File: config.mk
export PLATFORM = sky130hd
export DESIGN_NAME = uart_host_top
export DESIGN_NICKNAME = d
export VERILOG_FILES = /design/src/rtl/uart_host_pkg.sv /design/src/rtl/tx_message_buffer.sv /design/src/rtl/uart_host_ctrl.sv /design/src/rtl/uart_host_top.sv /design/src/rtl/uart_reg_access.sv
export SDC_FILE = /design/constraint.sdc
export NUM_CORES = 1
export LEC_CHECK = 0
export ABC_AREA = 1
export BUFFER_PORTS_ARGS = -buffer_cell sky130_fd_sc_hd__buf_2
export CAP_MARGIN = 20
export CELL_PAD_IN_SITES_DETAIL_PLACEMENT = 0
export CELL_PAD_IN_SITES_GLOBAL_PLACEMENT = 1
export CORE_MARGIN = 4
export CORE_UTILIZATION = 35
export DETAILED_ROUTE_END_ITERATION = 6
export PLACE_DENSITY_LB_ADDON = 0.3
export REMOVE_ABC_BUFFERS = 1
export SKIP_CTS_REPAIR_TIMING = 1
export SYNTH_ARGS = -nofsm -noshare
export SYNTH_HDL_FRONTEND = slang
export SYNTH_SLANG_ARGS = --single-unit
File: constraint.sdc
create_clock -name clk_33M -period 4.3 [get_ports clk_33M]
set_input_delay 0.645 -clock clk_33M [delete_from_list [all_inputs] [get_ports clk_33M]]
set_output_delay 0.645 -clock clk_33M [all_outputs]
set_load 0.03 [all_outputs]
File: src/rtl/uart_host_pkg.sv
`default_nettype none

package uart_host_pkg;

  typedef logic [7:0] byte_t;

  // 16750 register address decoded inside the UART
  typedef logic [2:0] uart_addr_t;

  localparam uart_addr_t RBR_THR = 3'd0;
  localparam uart_addr_t IER     = 3'd1;
  localparam uart_addr_t FCR     = 3'd2;
  localparam uart_addr_t LCR     = 3'd3;
  localparam uart_addr_t MCR     = 3'd4;
  localparam uart_addr_t LSR     = 3'd5;
  localparam uart_addr_t MSR     = 3'd6;
  localparam uart_addr_t SCR     = 3'd7;

  // divisor latch aliases valid while LCR.DLAB is set
  localparam uart_addr_t DLL = 3'd0;
  localparam uart_addr_t DLM = 3'd1;

  // request side of the UART register bus
  typedef struct packed {
    logic       cs;
    logic       wr;
    logic       rd;
    uart_addr_t addr;
    byte_t      wdata;
  } uart_bus_t;

  // line setup values
  localparam byte_t LCR_DLAB_8N1 = 8'h83;
  localparam byte_t LCR_8N1      = 8'h03;
  localparam byte_t FCR_SETUP    = 8'h00;
  localparam byte_t IER_SETUP    = 8'h03;

  localparam int unsigned LSR_DR_BIT   = 0;
  localparam int unsigned LSR_THRE_BIT = 5;

  // first character sits in the top byte
  localparam int unsigned MSG_CHARS = 16;
  typedef logic [MSG_CHARS*8-1:0] msg_t;

  typedef enum logic {
    OP_WRITE = 1'b0,
    OP_READ  = 1'b1
  } access_op_t;

endpackage

`default_nettype wire

File: src/rtl/tx_message_buffer.sv
`timescale 1ns/100ps
`default_nettype none

module tx_message_buffer #(
  parameter uart_host_pkg::msg_t TX_MESSAGE = "Command Format\r\n"
) (
  input  logic                 clk_33M,
  input  logic                 rstn,
  input  logic                 next,
  output uart_host_pkg::byte_t tx_char
);
  import uart_host_pkg::*;

  localparam int               CNT_W     = $clog2(MSG_CHARS);
  localparam logic [CNT_W-1:0] LAST_CHAR = CNT_W'(MSG_CHARS - 1);

  msg_t             shift_q;
  logic [CNT_W-1:0] count;

  // current character is always the top byte
  assign tx_char = shift_q[MSG_CHARS*8-1 -: 8];

  always_ff @(posedge clk_33M or negedge rstn) begin
    if (!rstn) begin
      shift_q <= TX_MESSAGE;
      count   <= '0;
    end else if (next) begin
      if (count == LAST_CHAR) begin
        // wrap straight back to the first character
        shift_q <= TX_MESSAGE;
        count   <= '0;
      end else begin
        shift_q <= shift_q << 8;
        count   <= count + 1'b1;
      end
    end
  end

endmodule

`default_nettype wire

File: src/rtl/uart_host_ctrl.sv
`timescale 1ns/100ps
`default_nettype none

module uart_host_ctrl #(
  parameter logic [15:0] BAUD_DIVISOR = 16'h0011
) (
  input  logic                      clk_33M,
  input  logic                      rstn,
  output logic                      start,
  output uart_host_pkg::access_op_t op,
  output uart_host_pkg::uart_addr_t addr,
  output uart_host_pkg::byte_t      wdata,
  input  logic                      done,
  input  uart_host_pkg::byte_t      rdata,
  input  uart_host_pkg::byte_t      tx_char,
  output logic                      next,
  output uart_host_pkg::byte_t      rx_data,
  output logic                      rx_valid
);
  import uart_host_pkg::*;

  typedef enum logic [1:0] {
    ST_SETUP,
    ST_POLL,
    ST_RX,
    ST_TX
  } state_t;

  localparam logic [2:0] LAST_STEP = 3'd5;

  state_t     state;
  logic [2:0] step;
  logic       pending;
  access_op_t req_op;
  uart_addr_t req_addr;
  byte_t      req_data;
  uart_addr_t setup_addr;
  byte_t      setup_data;

  // line setup sequence
  always_comb begin
    case (step)
      3'd0: begin
        setup_addr = LCR;
        setup_data = LCR_DLAB_8N1;
      end
      3'd1: begin
        setup_addr = DLL;
        setup_data = BAUD_DIVISOR[7:0];
      end
      3'd2: begin
        setup_addr = DLM;
        setup_data = BAUD_DIVISOR[15:8];
      end
      3'd3: begin
        setup_addr = LCR;
        setup_data = LCR_8N1;
      end
      3'd4: begin
        setup_addr = FCR;
        setup_data = FCR_SETUP;
      end
      default: begin
        setup_addr = IER;
        setup_data = IER_SETUP;
      end
    endcase
  end

  // access requested by the current state
  always_comb begin
    req_op   = OP_READ;
    req_addr = LSR;
    req_data = '0;
    case (state)
      ST_SETUP: begin
        req_op   = OP_WRITE;
        req_addr = setup_addr;
        req_data = setup_data;
      end
      ST_RX: begin
        req_addr = RBR_THR;
      end
      ST_TX: begin
        req_op   = OP_WRITE;
        req_addr = RBR_THR;
        req_data = tx_char;
      end
      default: begin
        req_addr = LSR;
      end
    endcase
  end

  always_ff @(posedge clk_33M or negedge rstn) begin
    if (!rstn) begin
      state    <= ST_SETUP;
      step     <= '0;
      pending  <= 1'b0;
      start    <= 1'b0;
      next     <= 1'b0;
      rx_valid <= 1'b0;
    end else begin
      start    <= 1'b0;
      next     <= 1'b0;
      rx_valid <= 1'b0;
      if (!pending) begin
        start   <= 1'b1;
        pending <= 1'b1;
      end else if (done) begin
        pending <= 1'b0;
        case (state)
          ST_SETUP: begin
            if (step == LAST_STEP) begin
              state <= ST_POLL;
            end else begin
              step <= step + 1'b1;
            end
          end
          ST_POLL: begin
            // received data wins over a free transmitter
            if (rdata[LSR_DR_BIT]) begin
              state <= ST_RX;
            end else if (rdata[LSR_THRE_BIT]) begin
              state <= ST_TX;
            end
          end
          ST_RX: begin
            rx_valid <= 1'b1;
            state    <= ST_POLL;
          end
          default: begin
            next  <= 1'b1;
            state <= ST_POLL;
          end
        endcase
      end
    end
  end

  always_ff @(posedge clk_33M) begin
    if (!pending) begin
      op    <= req_op;
      addr  <= req_addr;
      wdata <= req_data;
    end
    if (pending && done && state == ST_RX) begin
      rx_data <= rdata;
    end
  end

endmodule

`default_nettype wire

File: src/rtl/uart_host_top.sv
`timescale 1ns/100ps
`default_nettype none

module uart_host_top #(
  parameter logic [15:0]         BAUD_DIVISOR = 16'h0011,
  parameter uart_host_pkg::msg_t TX_MESSAGE   = "Command Format\r\n"
) (
  input  logic                     clk_33M,
  input  logic                     rstn,
  output uart_host_pkg::uart_bus_t uart_bus,
  input  uart_host_pkg::byte_t     bus_rdata,
  output uart_host_pkg::byte_t     rx_data,
  output logic                     rx_valid
);
  import uart_host_pkg::*;

  logic       start;
  logic       done;
  logic       next;
  access_op_t op;
  uart_addr_t addr;
  byte_t      wdata;
  byte_t      rdata;
  byte_t      tx_char;

  uart_host_ctrl #(
    .BAUD_DIVISOR(BAUD_DIVISOR)
  ) uart_host_ctrl_inst (
    .clk_33M (clk_33M),
    .rstn    (rstn),
    .start   (start),
    .op      (op),
    .addr    (addr),
    .wdata   (wdata),
    .done    (done),
    .rdata   (rdata),
    .tx_char (tx_char),
    .next    (next),
    .rx_data (rx_data),
    .rx_valid(rx_valid)
  );

  uart_reg_access uart_reg_access_inst (
    .clk_33M  (clk_33M),
    .rstn     (rstn),
    .start    (start),
    .op       (op),
    .addr     (addr),
    .wdata    (wdata),
    .bus      (uart_bus),
    .bus_rdata(bus_rdata),
    .done     (done),
    .rdata    (rdata)
  );

  tx_message_buffer #(
    .TX_MESSAGE(TX_MESSAGE)
  ) tx_message_buffer_inst (
    .clk_33M(clk_33M),
    .rstn   (rstn),
    .next   (next),
    .tx_char(tx_char)
  );

endmodule

`default_nettype wire

File: src/rtl/uart_reg_access.sv
`timescale 1ns/100ps
`default_nettype none

module uart_reg_access (
  input  logic                      clk_33M,
  input  logic                      rstn,
  input  logic                      start,
  input  uart_host_pkg::access_op_t op,
  input  uart_host_pkg::uart_addr_t addr,
  input  uart_host_pkg::byte_t      wdata,
  output uart_host_pkg::uart_bus_t  bus,
  input  uart_host_pkg::byte_t      bus_rdata,
  output logic                      done,
  output uart_host_pkg::byte_t      rdata
);
  import uart_host_pkg::*;

  localparam logic [1:0] PH_IDLE   = 2'd0;
  localparam logic [1:0] PH_FIRST  = 2'd1;
  localparam logic [1:0] PH_SECOND = 2'd2;
  localparam logic [1:0] PH_THIRD  = 2'd3;

  logic [1:0] phase;
  logic       cs_q;
  logic       wr_q;
  logic       rd_q;
  access_op_t op_q;
  uart_addr_t addr_q;
  byte_t      wdata_q;

  always_comb begin
    bus.cs    = cs_q;
    bus.wr    = wr_q;
    bus.rd    = rd_q;
    bus.addr  = addr_q;
    bus.wdata = wdata_q;
  end

  // a write holds cs for 2 cycles and a read for 3
  always_ff @(posedge clk_33M or negedge rstn) begin
    if (!rstn) begin
      phase <= PH_IDLE;
      cs_q  <= 1'b0;
      wr_q  <= 1'b0;
      rd_q  <= 1'b0;
      done  <= 1'b0;
    end else begin
      done <= 1'b0;
      case (phase)
        PH_IDLE: begin
          if (start) begin
            cs_q  <= 1'b1;
            phase <= PH_FIRST;
          end
        end
        PH_FIRST: begin
          if (op_q == OP_WRITE) begin
            wr_q <= 1'b1;
          end else begin
            rd_q <= 1'b1;
          end
          phase <= PH_SECOND;
        end
        PH_SECOND: begin
          if (op_q == OP_WRITE) begin
            cs_q  <= 1'b0;
            wr_q  <= 1'b0;
            done  <= 1'b1;
            phase <= PH_IDLE;
          end else begin
            phase <= PH_THIRD;
          end
        end
        default: begin
          cs_q  <= 1'b0;
          rd_q  <= 1'b0;
          done  <= 1'b1;
          phase <= PH_IDLE;
        end
      endcase
    end
  end

  // request latched at start and read byte taken in the last rd cycle
  always_ff @(posedge clk_33M) begin
    if (phase == PH_IDLE && start) begin
      op_q    <= op;
      addr_q  <= addr;
      wdata_q <= wdata;
    end
    if (phase == PH_THIRD) begin
      rdata <= bus_rdata;
    end
  end

endmodule

`default_nettype wire

; Word-level counts from Yosys, hierarchy flattened
; Index checks and enable logic that the tools add are counted.
[op_classes]
addsub = 2
eq_ne = 18
muxes = 32
n_bitwise = 3
n_reduce_logical = 19
[op_table]
columns = operator, count
row1 = two-way mux 128 bit, 1
row2 = one-hot mux 8 bit (3 select lines), 1
row3 = one-hot mux 8 bit (2 select lines), 1
row4 = two-way mux 1 bit, 15
row5 = one-hot mux 2 bit (3 select lines), 2
row6 = OR reduction 2 bit, 6
row7 = two-way mux 2 bit, 5
row8 = equality test 2 bit (second input constant), 4
row9 = AND reduction 4 bit, 2
row10 = equality test 3 x 2 -> 1 bit (second input constant), 2
row11 = equality test 3 bit (second input constant), 2
row12 = != test 2 bit (second input constant), 3
row13 = one-hot mux 1 bit (2 select lines), 3
row14 = one-hot mux 3 bit (2 select lines), 1
row15 = AND reduction 3 bit, 2
row16 = adder 4 x 1 -> 4 bit (second input constant), 1
row17 = equality test 2 x 1 -> 1 bit (second input constant), 2
row18 = equality test 4 bit (second input constant), 1
row19 = logical NOT 2 bit, 2
row20 = two-way mux 4 bit, 1
row21 = != test 2 x 1 -> 1 bit (second input constant), 2
row22 = one-hot mux 2 bit (2 select lines), 1
row23 = adder 3 x 1 -> 3 bit (second input constant), 1
row24 = equality test 3 x 1 -> 1 bit (second input constant), 1
row25 = 8 further kinds, 12
[word_totals]
reg_bits = 187
output_inout_bits = 23

; Logic depth before layout (Yosys ltp)
; Gate-level depths: netlist (run 1).
[depth]
word_depth = 5
ltp_mapped = 7
ltp_nobuf = 7

; Cells and area by module
; Synthesis (run 1) repeated with hierarchy kept, for this count alone.
[unflattened]
cells_unflattened = 566
area_unflattened_um2 = 5843.1
[modules_own_cells]
columns = module, instances, cells_per_inst, area_each_um2, seq_area_each_um2
row1 = tx_message_buffer, 1, 401, 3698.5, 2312.2
row2 = uart_host_ctrl, 1, 111, 1270.0, 825.8
row3 = uart_reg_access, 1, 54, 874.6, 750.7

; Least setup slack after synthesis (run 1)
; Ideal clock, no wire load.
[synth_path]
path_kind = register to register
from = register uart_host_ctrl_inst.state[0]
to = register uart_host_ctrl_inst.rx_data[0], enable pin
setup_ns = 0.370
t_arrival_ns = 1.087
required_ns = 3.930
path_slack_ns = 2.842
path_stages_with_launch = 5
n_path_buf = 0
synth_period_minus_slack_ns = 1.458
path_cell_list = dfrtp_1 inv_1 ha_1 inv_1 nor2_1
[synth_via]
elab_chain_cells = 2
[synth_rtl]
columns = element, line_no
row1 = from (decl), uart_host_ctrl.sv:31  ; state_t state;
row2 = from (signal assigned), uart_host_ctrl.sv:97  ; state <= ST_SETUP;
row3 = from (signal assigned), uart_host_ctrl.sv:115  ; state <= ST_POLL;
row4 = from (signal assigned), uart_host_ctrl.sv:123  ; state <= ST_RX;
row5 = equality test 2 bit, uart_host_ctrl.sv:147  ; if (pending && done && state == ST_RX) begin
row6 = logical AND 1 bit, uart_host_ctrl.sv:147
row7 = to (signal assigned), uart_host_ctrl.sv:148  ; rx_data <= rdata;
row8 = to (decl), uart_host_ctrl.sv:17  ; output uart_host_pkg::byte_t rx_data,
; Every way passes these cells.
; A chain may end at the register's enable or synchronous reset.

==> results list, run 1 <==
* Top library cells by usage in the layout, fill and taps aside: sky130_fd_sc_hd__nand2_1, sky130_fd_sc_hd__nor2_1, sky130_fd_sc_hd__inv_1, sky130_fd_sc_hd__dfrtp_1, sky130_fd_sc_hd__dfstp_2
- Leading cell type in the layout, fill and taps excluded: sky130_fd_sc_hd__nand2_1
* Clock tree from TritonCTS: done
* Classification of the worst-slack hold path: in2async
- Effective utilization at floorplan: a little over a third
- Post-route clock period utilization: between 50% and 60%
- At the worst endpoint, the required time is between 4000 and 5000 ps.
- At the end of the flow, the number of nets in the layout was between 500 and 600.
- Clock sink total: 145
- Setup repair after global routing left no endpoint under its margin.
- The count of nets left with antenna violations once routing finished came out at 0.
* Place WS: 2043 ps
- Routability congestion estimate from global placement: 0.7673
- The core region is 16000 µm².
* Total length of routed met2 wires: roughly 4.3 mm
* Wire length per cell: 11.96 µm
- Along the worst path, the maximum fanout reaches 52.
* WL met3: 331 µm
- Global routing used 11.35% of the available tracks.
- Count of pins on the block boundary: 33
* Cells after DPL: 753
- Count of maximum capacitance violations: 0
* Post-DP HPWL: 5.678 mm
- Cell at the root of the clock tree: sky130_fd_sc_hd__clkbuf_16
- Run status: complete, no violations
- Number of buffers inserted during clock tree synthesis: 17
- Measured along the y axis, the die boundary spans 136.4 µm.
- DR top layer: met4
- The synthesized netlist occupies a cell area of 5773 µm².
- Compared with the post-synthesis result, the final layout area differs by 14.26%.
- First-pass GRT wire length: 16.48 mm
- Number of vias per cell: 4.454
- Leaving out filler cells and counting taps, the final layout contains 785.
* Maximum ir drop on the vdd rail: between 200 and 300 µV
- The detailed router finished its first iteration with 215 violations.
- After synthesis the netlist holds a flip-flop and latch count of 145.
- The later pin in the worst-skew pair is clocked with a latency of 420 ps.
- Entering global routing, the biggest net connects 53 pins.
- The worst path meets setup with 2112 ps of slack.
* Setup TNS Final: 0 ps
* Critical path class: reg2reg
- Share of post-route cells with drive strength above 1: about 20%
- Final routed DRC violation total: 0
- Syn. warnings: 0
- Arr. time, crit path: 2510 ps
- Time the worst path needs with I/O delays and setup: 2188 ps
- Die width: 136.4 µm
* H-Tree Level Count: 4
- Final max-slew violation count: 0
- In this run the power density over the cells is 435.0 nW/µm².
- Between clock sinks in the finished design, the worst skew comes to 6.853 ps.
* Tightest Pin Transition: 916.7 ps
- Global route total overflow: 0
- Cells after synthesis: between 500 and 600
- Met1 WL: around 4.5 mm
- Antenna diode instance count: 0
- After detailed routing, the total wire length is 9.389 mm.
- Maximum count of clock buffers along a single path: 2
* Final setup fails: 0
- For this run, the top clock speed supported by timing is 457.1 MHz.
* LEAKAGE: roughly 2.9 nW
* Count of final hold-check violations: 0
- Sequential elements use 67.36% of the synthesized area.
* Share of the core filled with cells: 41.23%
- Number of antenna violations at the first check in global routing: 0
- Row generation in the floorplan step produced 46 rows.
* Crit. End Element: flip-flop
* Synthesized area per cell: 10.91 µm²
* Worst relative slew slack: 38.89%
* Vias after detailed routing: 3496
* Vias in the first global route: 3466
- The die covers 18610 µm².
- During placement, the flow inserted port buffers numbering 32.
- In this run, distinct cell masters in the synthesized netlist total 24.
- Register clock-pin slew on the reported worst setup and hold paths: 60 ps
- STA classifies the critical path startpoint as a flip-flop.
* Detailed-routing iteration count for the pre-antenna-repair pass: 4
==> worst max-delay path, cell delays in order, from the launching register on <==
cell and delay (ps):
sky130_fd_sc_hd__dfrtp_2 970, sky130_fd_sc_hd__nand4_1 800, sky130_fd_sc_hd__o211ai_1 310
==> metal layers <==
metal | vias to the layer above | GRT usage, %
met5 | - | 0
met4 | 0 | 5.543
met3 | 15 | 3.664
met2 | 50 | 17.78
met1 | 1661 | 14.19
li1 | 1770 | -
==> metrics by stage <==
step / total power, mW / area, µm² / hold WS, ps
floorplan: 1.545 / 5605 / 349.4
global placement: 1.582 / 6062 / 402.1
detailed placement: 1.585 / 6062 / 404.5
CTS: 2.914 / 6596 / 209.4
global route: 3.003 / 6596 / 244.7
finish: 2.869 / 6596 / 203.0
==> synth_stat cells <==
| cell | count | share of area (%) |
|---|---|---|
| sky130_fd_sc_hd__nand2_4 | 1 | 0.20 |
| sky130_fd_sc_hd__nand3_1 | 14 | 1.2 |
| sky130_fd_sc_hd__o211ai_1 | 4 | 0.52 |
| sky130_fd_sc_hd__nand2_1 | 83 | 5.4 |
| sky130_fd_sc_hd__nor3_1 | 1 | 0.087 |
| sky130_fd_sc_hd__nand3_4 | 1 | 0.30 |
| sky130_fd_sc_hd__nor2_1 | 68 | 4.4 |
| sky130_fd_sc_hd__edfxtp_1 | 40 | 21 |
| sky130_fd_sc_hd__ha_1 | 17 | 3.7 |
| sky130_fd_sc_hd__inv_2 | 2 | 0.13 |
| sky130_fd_sc_hd__dfstp_2 | 48 | 22 |
| sky130_fd_sc_hd__xor2_1 | 2 | 0.30 |
| sky130_fd_sc_hd__buf_4 | 4 | 0.52 |
| sky130_fd_sc_hd__nand4_1 | 5 | 0.54 |
| sky130_fd_sc_hd__nand3b_1 | 2 | 0.26 |
| sky130_fd_sc_hd__dfrtp_1 | 57 | 25 |
| sky130_fd_sc_hd__buf_6 | 4 | 0.78 |
| sky130_fd_sc_hd__inv_1 | 62 | 4.0 |
| sky130_fd_sc_hd__a21oi_1 | 34 | 2.9 |
| sky130_fd_sc_hd__clkbuf_1 | 2 | 0.13 |
| sky130_fd_sc_hd__o21ai_1 | 3 | 0.26 |
| sky130_fd_sc_hd__o21ai_0 | 39 | 3.4 |
| sky130_fd_sc_hd__o22ai_1 | 19 | 2.1 |
| sky130_fd_sc_hd__buf_2 | 17 | 1.5 |
==> registers in the layout (all words and copies together), names as in the netlist <==
name / count
tx_message_buffer_inst.shift_q: 86
uart_host_ctrl_inst.rx_data: 8
uart_host_ctrl_inst.wdata: 8
uart_reg_access_inst.rdata: 8
uart_reg_access_inst.wdata_q: 8
tx_message_buffer_inst.count: 4
uart_host_ctrl_inst.addr: 3
uart_host_ctrl_inst.step: 3
uart_reg_access_inst.addr_q: 3
uart_host_ctrl_inst.state: 2
uart_reg_access_inst.phase: 2
uart_host_ctrl_inst.next: 1
uart_host_ctrl_inst.op: 1
uart_host_ctrl_inst.pending: 1
uart_host_ctrl_inst.rx_valid: 1
uart_host_ctrl_inst.start: 1
uart_reg_access_inst.cs_q: 1
uart_reg_access_inst.done: 1
uart_reg_access_inst.op_q: 1
uart_reg_access_inst.rd_q: 1
uart_reg_access_inst.wr_q: 1
==> area by class of cell <==
cell class | count | area (µm²)
Sequential cell | 145 | 3890
Multi-Input combinational cell | 293 | 1476
Tap cell | 216 | 270.3
Timing Repair Buffer | 35 | 185.2
Inverter | 64 | 240.2
Clock buffer | 27 | 506.7
Fill cell | 1598 | 9404
Clock inverter | 5 | 27.53
==> path summary, 6_finish.rpt <==
path | start | to | slack (ps) | cells after the start
min reg2reg | uart_host_ctrl_inst.wdata[0] | uart_reg_access_inst.wdata_q[0] | 420 | 0
min in group clk_33M | bus_rdata[1] | uart_reg_access_inst.rdata[1] | 410 | 1
max in group asynchronous | rstn | tx_message_buffer_inst.shift_q[62] | 3200 | 2
max reg2reg | uart_host_ctrl_inst.next | tx_message_buffer_inst.shift_q[44] | 2110 | 2
max | uart_host_ctrl_inst.next | tx_message_buffer_inst.shift_q[44] | 2110 | 2
min | rstn | uart_reg_access_inst.cs_q | 200 | 1
==> power breakdown <==
group	switching [mW]	total, mW	internal, mW	leakage, nW
sequential	0.0173	1.49	1.47	1.63
clock	0.510	1.31	0.800	0.265
combinational	0.0493	0.0736	0.0243	0.976
total	0.577	2.87	2.29	2.88
==> cells by family after synthesis <==
logic type	Yosys count	synth area share, %
AO/OA/AOI/OAI	99	9.168
XOR/XNOR	2	0.3035
AND/OR/NAND/NOR	175	12.42
flip-flops	145	67.36
buffers and inverters	91	7.065
adder cells (fa/ha/maj)	17	3.684
No activity file was read; power rests on OpenSTA's default activity.
==> run 2: changes to the inputs <==
Settings changed: ABC_AREA 1 to 0.
Clock period 4.3 ns to 2.1 ns, I/O delays scaled along.
==> run 2 against run 1 <==
Effect of this change: sequential share of layout area fell by 0.19 points; design area rose by 0.32%; clock skew fell by 0.64 ps; utilization rose by 1.7 points; synthesized area fell by 3.4%; total power rose by 120%; critical endpoint is now uart_host_ctrl_inst.step[1]; combinational power rose by 74%; register-to-register slack got worse by 1700 ps; largest cell class unchanged.
==> results list, run 2 <==
- The number of antenna violations at the first check in global routing was 0 (unchanged).
* Share of the core filled with cells: 42.90% (+1.7 points)
- The non-filler instance count after layout came to 638 (-19%).
- Final setup fails: 0 (unchanged)
- The sequential standard cell area is 3890 µm² (unchanged).
- The all-layer global routing usage came to 10.65% (-0.70 points).
- The sum of negative setup slack was 0 ps (unchanged).
- Cell at the root of the clock tree: sky130_fd_sc_hd__clkbuf_16
- Filler instances: 1447 (-9.4%)
* Cells along the critical path: inv_1, ha_1, a21boi_4, nand3_2, mux2_4
- The post-synthesis register bit count was 145 (unchanged).
- First-pass GRT wire length: 15.17 mm (-8.0%)
* Relative contribution of sequential cells to total power: 47.2% (-4.6 points)
* Syn. warnings: 0 (unchanged)
- Most frequent cell after synthesis: sky130_fd_sc_hd__dfrtp_1
- The area growth from synthesis to layout is 18.61%.
- TritonCTS built the clock tree.
- Number of buffers inserted during clock tree synthesis: 17 (unchanged)
- The total of buffers placed on input and output ports is 32 (unchanged).
- Worst clock skew: 6.217 ps (-0.6365 ps)
* Final routed DRC violation total: 0 (unchanged)
- Crit-path slowest cell: sky130_fd_sc_hd__dfrtp_1
- Die Ht: 134.3 µm (-1.6%)
- Critical path class: reg2reg
* Total internal power: 5.076 mW (+120%)
- The switching fraction of total power is 19.63% (-0.48 points).
- H-Tree Level Count: 4 (unchanged)
* Area of the multi-input gates: 1506 µm² (+2.0%)
* Maximum fanout along the worst path: 8 (-85%)
- Post-Route WL: 8.757 mm (-6.7%)
- Count of maximum capacitance violations: 0 (unchanged)
- Leading cell type in the layout, fill and taps excluded: sky130_fd_sc_hd__dfrtp_1
- Detailed-routing iteration count for the pre-antenna-repair pass: 4 (unchanged)
- The commonest cells after synthesis are sky130_fd_sc_hd__dfrtp_1, sky130_fd_sc_hd__dfstp_2, sky130_fd_sc_hd__edfxtp_1.
* Maximum number of pins on one net before global-route repair: 41 (-23%)
- Share of post-route cells with drive strength above 1: 29.98% (+9.8 points)
- The die area came to 18020 µm² (-3.2%).
- In this design, the largest share of critical-path delay is due to flip-flops.
- Unique cell type count in the Yosys netlist: 36 (+50%)
- The transition at the pin with the smallest max-transition slack came to 452.5 ps (-464.2 ps).
- Core footprint: 15430 µm² (-3.6%)
- Seq/Total Area, Yosys: 69.70% (+2.3 points)
* Synthesized area per cell: 14.88 µm² (+36%)
- The worst setup slack before clock tree synthesis is 407.4 ps (-1636 ps).
- Setup repair after global routing left no endpoint under its margin.
- The clock period minus final worst setup slack came to 1726 ps (-461.6 ps).
- The total inserted antenna cells came to 0 (unchanged).
- The headroom to the max-slew limit came to 69.83% (+31 points).
* Post-Synthesis Cell Area: 5579 µm² (-3.4%)
* Wire length per cell: 13.73 µm (+15%)
- The clock slew at the register clock pins of the worst setup and hold paths is 60 ps (about the same).
- The CTS sink count came to 145 (unchanged).
- Setup slack after layout: 373.8 ps (-1738 ps)
- The highest clock frequency the design can meet is 579.3 MHz (+27%).
- Placement row count: 45 (-2.2%)
* Non-Filler Cell Area, Final: 6618 µm² (+0.32%)
- Register containing the most flip-flops in the final layout: tx_message_buffer_inst.shift_q
* Cells after synthesis: 375 (-29%)
- Number of flip-flops in the largest register: 86 (unchanged)
* Maximum ir drop on the vdd rail: 534.3 µV (+85%)
- The fraction of post-synthesis cell area in the top cell type by area came to 25.57% (+0.86 points).
- The worst hold slack across all endpoints is 73.94 ps (-129.1 ps).
- The number of placed instances, taps included was 605 (-20%).
- Category of the worst setup path launch point: flip-flop
- The leakage power total is 2.868 nW (-0.24%).
- Number of enable-type register cells in the synthesized netlist: 40 (unchanged)
* Count of final hold-check violations: 0 (unchanged)
* P_sw: 1.240 mW (+110%)
- The share of async-settable or async-resettable flops after synthesis came to 72.41% (unchanged).
* Arr. time, crit path: 2020 ps (-490 ps)
- The logic gate share of total power came to 2.0% (-0.6 points).
- Count of nets left with antenna violations after detail routing: 0 (unchanged)
- Proportion of power drawn by the clock network: 50.8% (+5.1 points)
- The power per unit of standard cell area came to 954.4 nW/µm² (+120%).
- The overall power consumption was 6.316 mW (+120%).
* Placed inst area: 5952 µm² (-1.8%)
- The placed wire-length estimate was 5.256 mm (-7.4%).
- The most used flip-flop cell after synthesis is sky130_fd_sc_hd__dfrtp_1.
* Crit. End Element: flip-flop
* Classification of the worst-slack hold path: in2reg
- The remaining global-route overflow was 0 (unchanged).
- Cell types occupying the most area after synthesis: sky130_fd_sc_hd__dfrtp_1, sky130_fd_sc_hd__dfstp_2, sky130_fd_sc_hd__edfxtp_1, sky130_fd_sc_hd__a22o_1, sky130_fd_sc_hd__o22a_1
- The highest cell delay on the worst timing path came to 440 ps (-530 ps).
* Vias after detailed routing: 3036 (-13%)
- Routability congestion estimate from global placement: 0.7419 (-3.3%)
* Count of pins on the block boundary: 33 (unchanged)
- Number of vias per cell: 4.759 (+6.9%)
- The share of the clock period used by the worst path after layout came to 82.20% (+31 points).
- The number of global-route vias before repair is 3105 (-10%).
- The number of max-slew violations in the final report is 0 (unchanged).
- The die boundary width is 134.3 µm (-1.6%).
- Run status: complete, no violations
- The effective utilization at floorplan came to 36.16% (+0.083 points).
- The biggest area contributor in the post-synthesis netlist is sky130_fd_sc_hd__dfrtp_1.
* Maximum count of clock buffers along a single path: 2 (unchanged)
- # nets final: 441 (-24%)
- The endpoint required time on the critical path was 2400 ps (-2220 ps).
- Top library cells by usage in the layout, fill and taps aside: sky130_fd_sc_hd__dfrtp_1, sky130_fd_sc_hd__dfstp_2, sky130_fd_sc_hd__edfxtp_1, sky130_fd_sc_hd__a22o_1
- Setup slack of the most critical reg-to-reg path: 370 ps (-1740 ps)
- The later-pin clock latency in the skew report was 410 ps (about the same).
- Worst Path Buf+Inv: 1 (+1)
* Iteration-0 DRC count of the detailed router: 189 (-12%)
-- run 2: per-layer routing --
layer / global-route usage, % / vias up / part of all wire, %
li1: - / 1468 / -
met1: 13.42 / 1519 / 49
met2: 16.26 / 42 / 46
met3: 4.351 / 7 / 4.1
met4: 4.468 / 0 / 0.92
met5: 0 / - / 0
-- run 2: worst reg2reg max path, stage by stage, from the launching register on --
cell                       delay, ps
sky130_fd_sc_hd__dfrtp_1         440
sky130_fd_sc_hd__inv_1           120
sky130_fd_sc_hd__ha_1            320
sky130_fd_sc_hd__a21boi_4        290
sky130_fd_sc_hd__nand3_2         130
sky130_fd_sc_hd__mux2_4          310
-- run 2: logic make-up (layout without fill, tap and decap cells) --
| kind of cell | Yosys count | in the layout | share of synthesized area [%] |
|---|---|---|---|
| DFF | 145 | 145 | 69.70 |
| adders and majority gates | 17 | 17 | 3.812 |
| and+or+nand+nor | 61 | 61 | 5.136 |
| AOI/OAI and AO/OA | 92 | 92 | 13.50 |
| xor gates and xnor gates | 2 | 2 | 0.3140 |
| buffers and inverters | 35 | 87 | 3.297 |
| muxes | 23 | 23 | 4.238 |
-- run 2: path summary, 6_finish.rpt --
check	startpoint	end	depth (start not counted)
setup / recovery	uart_host_ctrl_inst.state[1]	uart_host_ctrl_inst.step[1]	5
hold / removal	bus_rdata[6]	uart_reg_access_inst.rdata[6]	1
setup reg to reg	uart_host_ctrl_inst.state[1]	uart_host_ctrl_inst.step[1]	5
hold reg to reg	uart_host_ctrl_inst.wdata[0]	uart_reg_access_inst.wdata_q[0]	0
max in group asynchronous	rstn	tx_message_buffer_inst.shift_q[94]	3
min in group asynchronous	rstn	uart_reg_access_inst.wr_q	2
-- run 2: power groups by stage --
stage          Sequential (mW)  Combinational, mW  Clock [mW]
2_1_floorplan             3.03             0.0564           0
3_3_place_gp              3.03              0.128           0
3_5_place_dp              3.03              0.132           0
4_1_cts                   2.98              0.132        3.30
5_1_grt                   2.98              0.146        3.44
6_report                  2.98              0.128        3.21
-- run 2: cell type report --
| cell class | instances | area share [%] |
|---|---|---|
| inverter | 13 | 0.7374 |
| tap | 211 | 3.989 |
| clock inverter | 10 | 1.758 |
| sequential | 145 | 58.78 |
| multi-input combinational | 195 | 22.76 |
| timing repair buffer | 42 | 3.819 |
| clock buffer | 22 | 8.149 |
==> run 3: changes to the inputs <==
Clock period 2.1 ns to 1.4 ns, I/O delays scaled along.
==> run 3 against run 2 <==
Effect of this change: total power grew 45%; combinational power is 84% higher; maximum frequency rose by 24%; sequential share of layout area fell by 3.5 points; critical path type unchanged.
==> results list, run 3 (synthesis gave the netlist of run 2 again) <==
- Run status: complete, no violations
- Final Hold Slack: 262.6 ps (+188.6 ps)
- The highest clock frequency the design can meet is 720.6 MHz (+24%).
* Top library cells by usage in the layout, fill and taps aside: sky130_fd_sc_hd__dfrtp_1, sky130_fd_sc_hd__dfstp_2, sky130_fd_sc_hd__edfxtp_1, sky130_fd_sc_hd__a22o_1, sky130_fd_sc_hd__buf_2
- The number of buffers inserted during clock tree synthesis was 17 (unchanged).
- The total wirelength of the detailed-routed design is 9.385 mm (+7.2%).
- The finished layout cell area was 7041 µm² (+6.4%).
* Final setup fails: 0 (unchanged)
- Global route total overflow: 0 (unchanged)
- Maximum count of clock buffers along a single path: 2 (unchanged)
* # nets final: 478 (+8.4%)
- Core footprint: 15430 µm² (unchanged)
* Leading cell type in the layout, fill and taps excluded: sky130_fd_sc_hd__dfrtp_1
- Share of the core filled with cells: 45.64% (+2.7 points)
- Final max-slew violation count: 0 (unchanged)
- Antenna diode instance count: 0 (unchanged)
* Register clock-pin slew on the reported worst setup and hold paths: 60 ps (about the same)
- The max capacitance violation total came to 0 (unchanged).
* Die Ht: 134.3 µm (unchanged)
- Number of antenna violations at the first check in global routing: 0 (unchanged)
- TritonCTS built the clock tree.
* Port Buf Inserts: 32 (unchanged)
* Count of pins on the block boundary: 33 (unchanged)
* Iteration-0 DRC count of the detailed router: 182 (-3.7%)
* Count of nets left with antenna violations after detail routing: 0 (unchanged)
* Layout area overhead: 26.19%
* Setup slack after layout: 12.19 ps (-361.6 ps)
- The share of the clock period used by the worst path after layout came to 99.13% (+17 points).
* Aggregate global-route resource usage: 11.09% (+0.44 points)
* Maximum number of pins on one net before global-route repair: 39 (-4.9%)
- The leakage power total came to 3.055 nW (+6.5%).
- Routability congestion estimate from global placement: 0.7444 (+0.34%)
- The largest voltage drop on the vdd net came to 900.9 µV (+69%).
* Vias in the first global route: 3221 (+3.7%)
- The worst setup path is of the reg2reg kind.
* Crit. End Element: flip-flop
- The endpoint required time on the critical path was 1550 ps (-850 ps).
- The worst-path maximum fanout came to 3 (-5).
* Worst clock skew: 13.73 ps (+7.516 ps)
- The hold violation total from the final report was 0 (unchanged).
* Vias after detailed routing: 3126 (+3.0%)
- Source-to-sink clock delay at the later pin of the worst-skew pair: 420 ps (about the same)
- Time the worst path needs with I/O delays and setup: 1388 ps (-338.4 ps)
- The die boundary width is 134.3 µm (unchanged).
* Register containing the most flip-flops in the final layout: tx_message_buffer_inst.shift_q
- STA classifies the critical path startpoint as a flip-flop.
- The cell area after placement is 6235 µm² (+4.8%).
- Share of post-route cells with drive strength above 1: 37.07% (+7.1 points)
- The sum of negative setup slack is 0 ps (unchanged).
* First-pass GRT wire length: 15.84 mm (+4.4%)
- The headroom to the max-slew limit came to 72.67% (+2.8 points).
* Wire length per cell: 13.90 µm (+1.3%)
- Effective utilization at floorplan: 36.16% (unchanged)
- H-Tree Level Count: 4 (unchanged)
- Cells after DPL: 631 (+4.3%)
- The non-filler instance count after layout is 675 (+5.8%).
- Clock sink total: 145 (unchanged)
- The first-pass iteration count of the detailed router came to 6 (+2).
- Post-DP HPWL: 5.606 mm (+6.7%)
- The worst setup slack before clock tree synthesis is -156.3 ps (-563.8 ps).
* Worst r2r src: uart_host_ctrl_inst.step[0]
* Arr. time, crit path: 1540 ps (-480 ps)
- The worst hold path belongs to the class in2async.
- The die area was 18020 µm² (unchanged).
* RR Endpoint: uart_host_ctrl_inst.addr[0]
- The routed via count divided by cell count was 4.631 (-2.7%).
- The worst reg2reg path depth is 5 (unchanged).
- Cell at the root of the clock tree: sky130_fd_sc_hd__clkbuf_16
* Setup slack of the most critical reg-to-reg path: 10 ps (-360 ps)
* Tightest Pin Transition: 409.9 ps (-42.60 ps)
* Final routed DRC violation total: 0 (unchanged)
- Overall power consumption: 9.185 mW (+45%)
- Setup repair after global routing could not meet its margin everywhere.
* Number of flip-flops in the largest register: 86 (unchanged)
- Placement row count: 45 (unchanged)
* Power per cell area: 1305 nW/µm² (+37%)
- The number of inserted filler cells in the final layout came to 1422 (-1.7%).
run 3: how the worst max path moves through the flow:
stage                                start                                   to  slack, ps  cells after the start
2_1_floorplan     uart_host_ctrl_inst.next  tx_message_buffer_inst.shift_q[100]      -1380                      2
3_3_place_gp   uart_host_ctrl_inst.step[0]         uart_host_ctrl_inst.wdata[0]        -70                      5
3_5_place_dp   uart_host_ctrl_inst.step[0]         uart_host_ctrl_inst.wdata[0]       -160                      5
4_1_cts        uart_host_ctrl_inst.step[0]         uart_host_ctrl_inst.wdata[0]       -170                      5
5_1_grt        uart_host_ctrl_inst.step[0]          uart_host_ctrl_inst.addr[0]        -60                      5
6_report       uart_host_ctrl_inst.step[0]          uart_host_ctrl_inst.addr[0]         10                      5
run 3: area by class of cell:
| cell class | count | area (µm²) | area share (%) |
|---|---|---|---|
| flip-flops and latches | 145 | 3890 | 55.25 |
| multi-input cells | 196 | 1597 | 22.68 |
| repair buffers | 78 | 638.1 | 9.063 |
| clock buffers | 22 | 506.7 | 7.197 |
| well taps | 211 | 264.0 | 3.750 |
| clock inverters | 10 | 96.34 | 1.368 |
| inverters | 13 | 48.80 | 0.6931 |
run 3: metal layers:
metal  vias to the layer above  part of all wire [%]  global-route usage, %  wire (µm)
li1                       1528                     -                      -          -
met1                      1544                    48                  14.01       4506
met2                        44                    47                  17.32       4380
met3                        10                   3.9                  3.901        370
met4                         0                   1.4                  4.751        127
met5                         -                     0                      0          0
run 3: critical path, stage by stage, from the launching register on:
cell,delay [ps]
sky130_fd_sc_hd__dfrtp_1,430
sky130_fd_sc_hd__buf_6,140
sky130_fd_sc_hd__ha_2,170
sky130_fd_sc_hd__ha_2,180
sky130_fd_sc_hd__a21oi_2,100
sky130_fd_sc_hd__a31oi_1,100
run 3: where the power goes:
part	internal [mW]	switching, mW
Combinational	0.114	0.121
Clock	2.76	1.72
Sequential	4.44	0.0315
Total	7.31	1.87
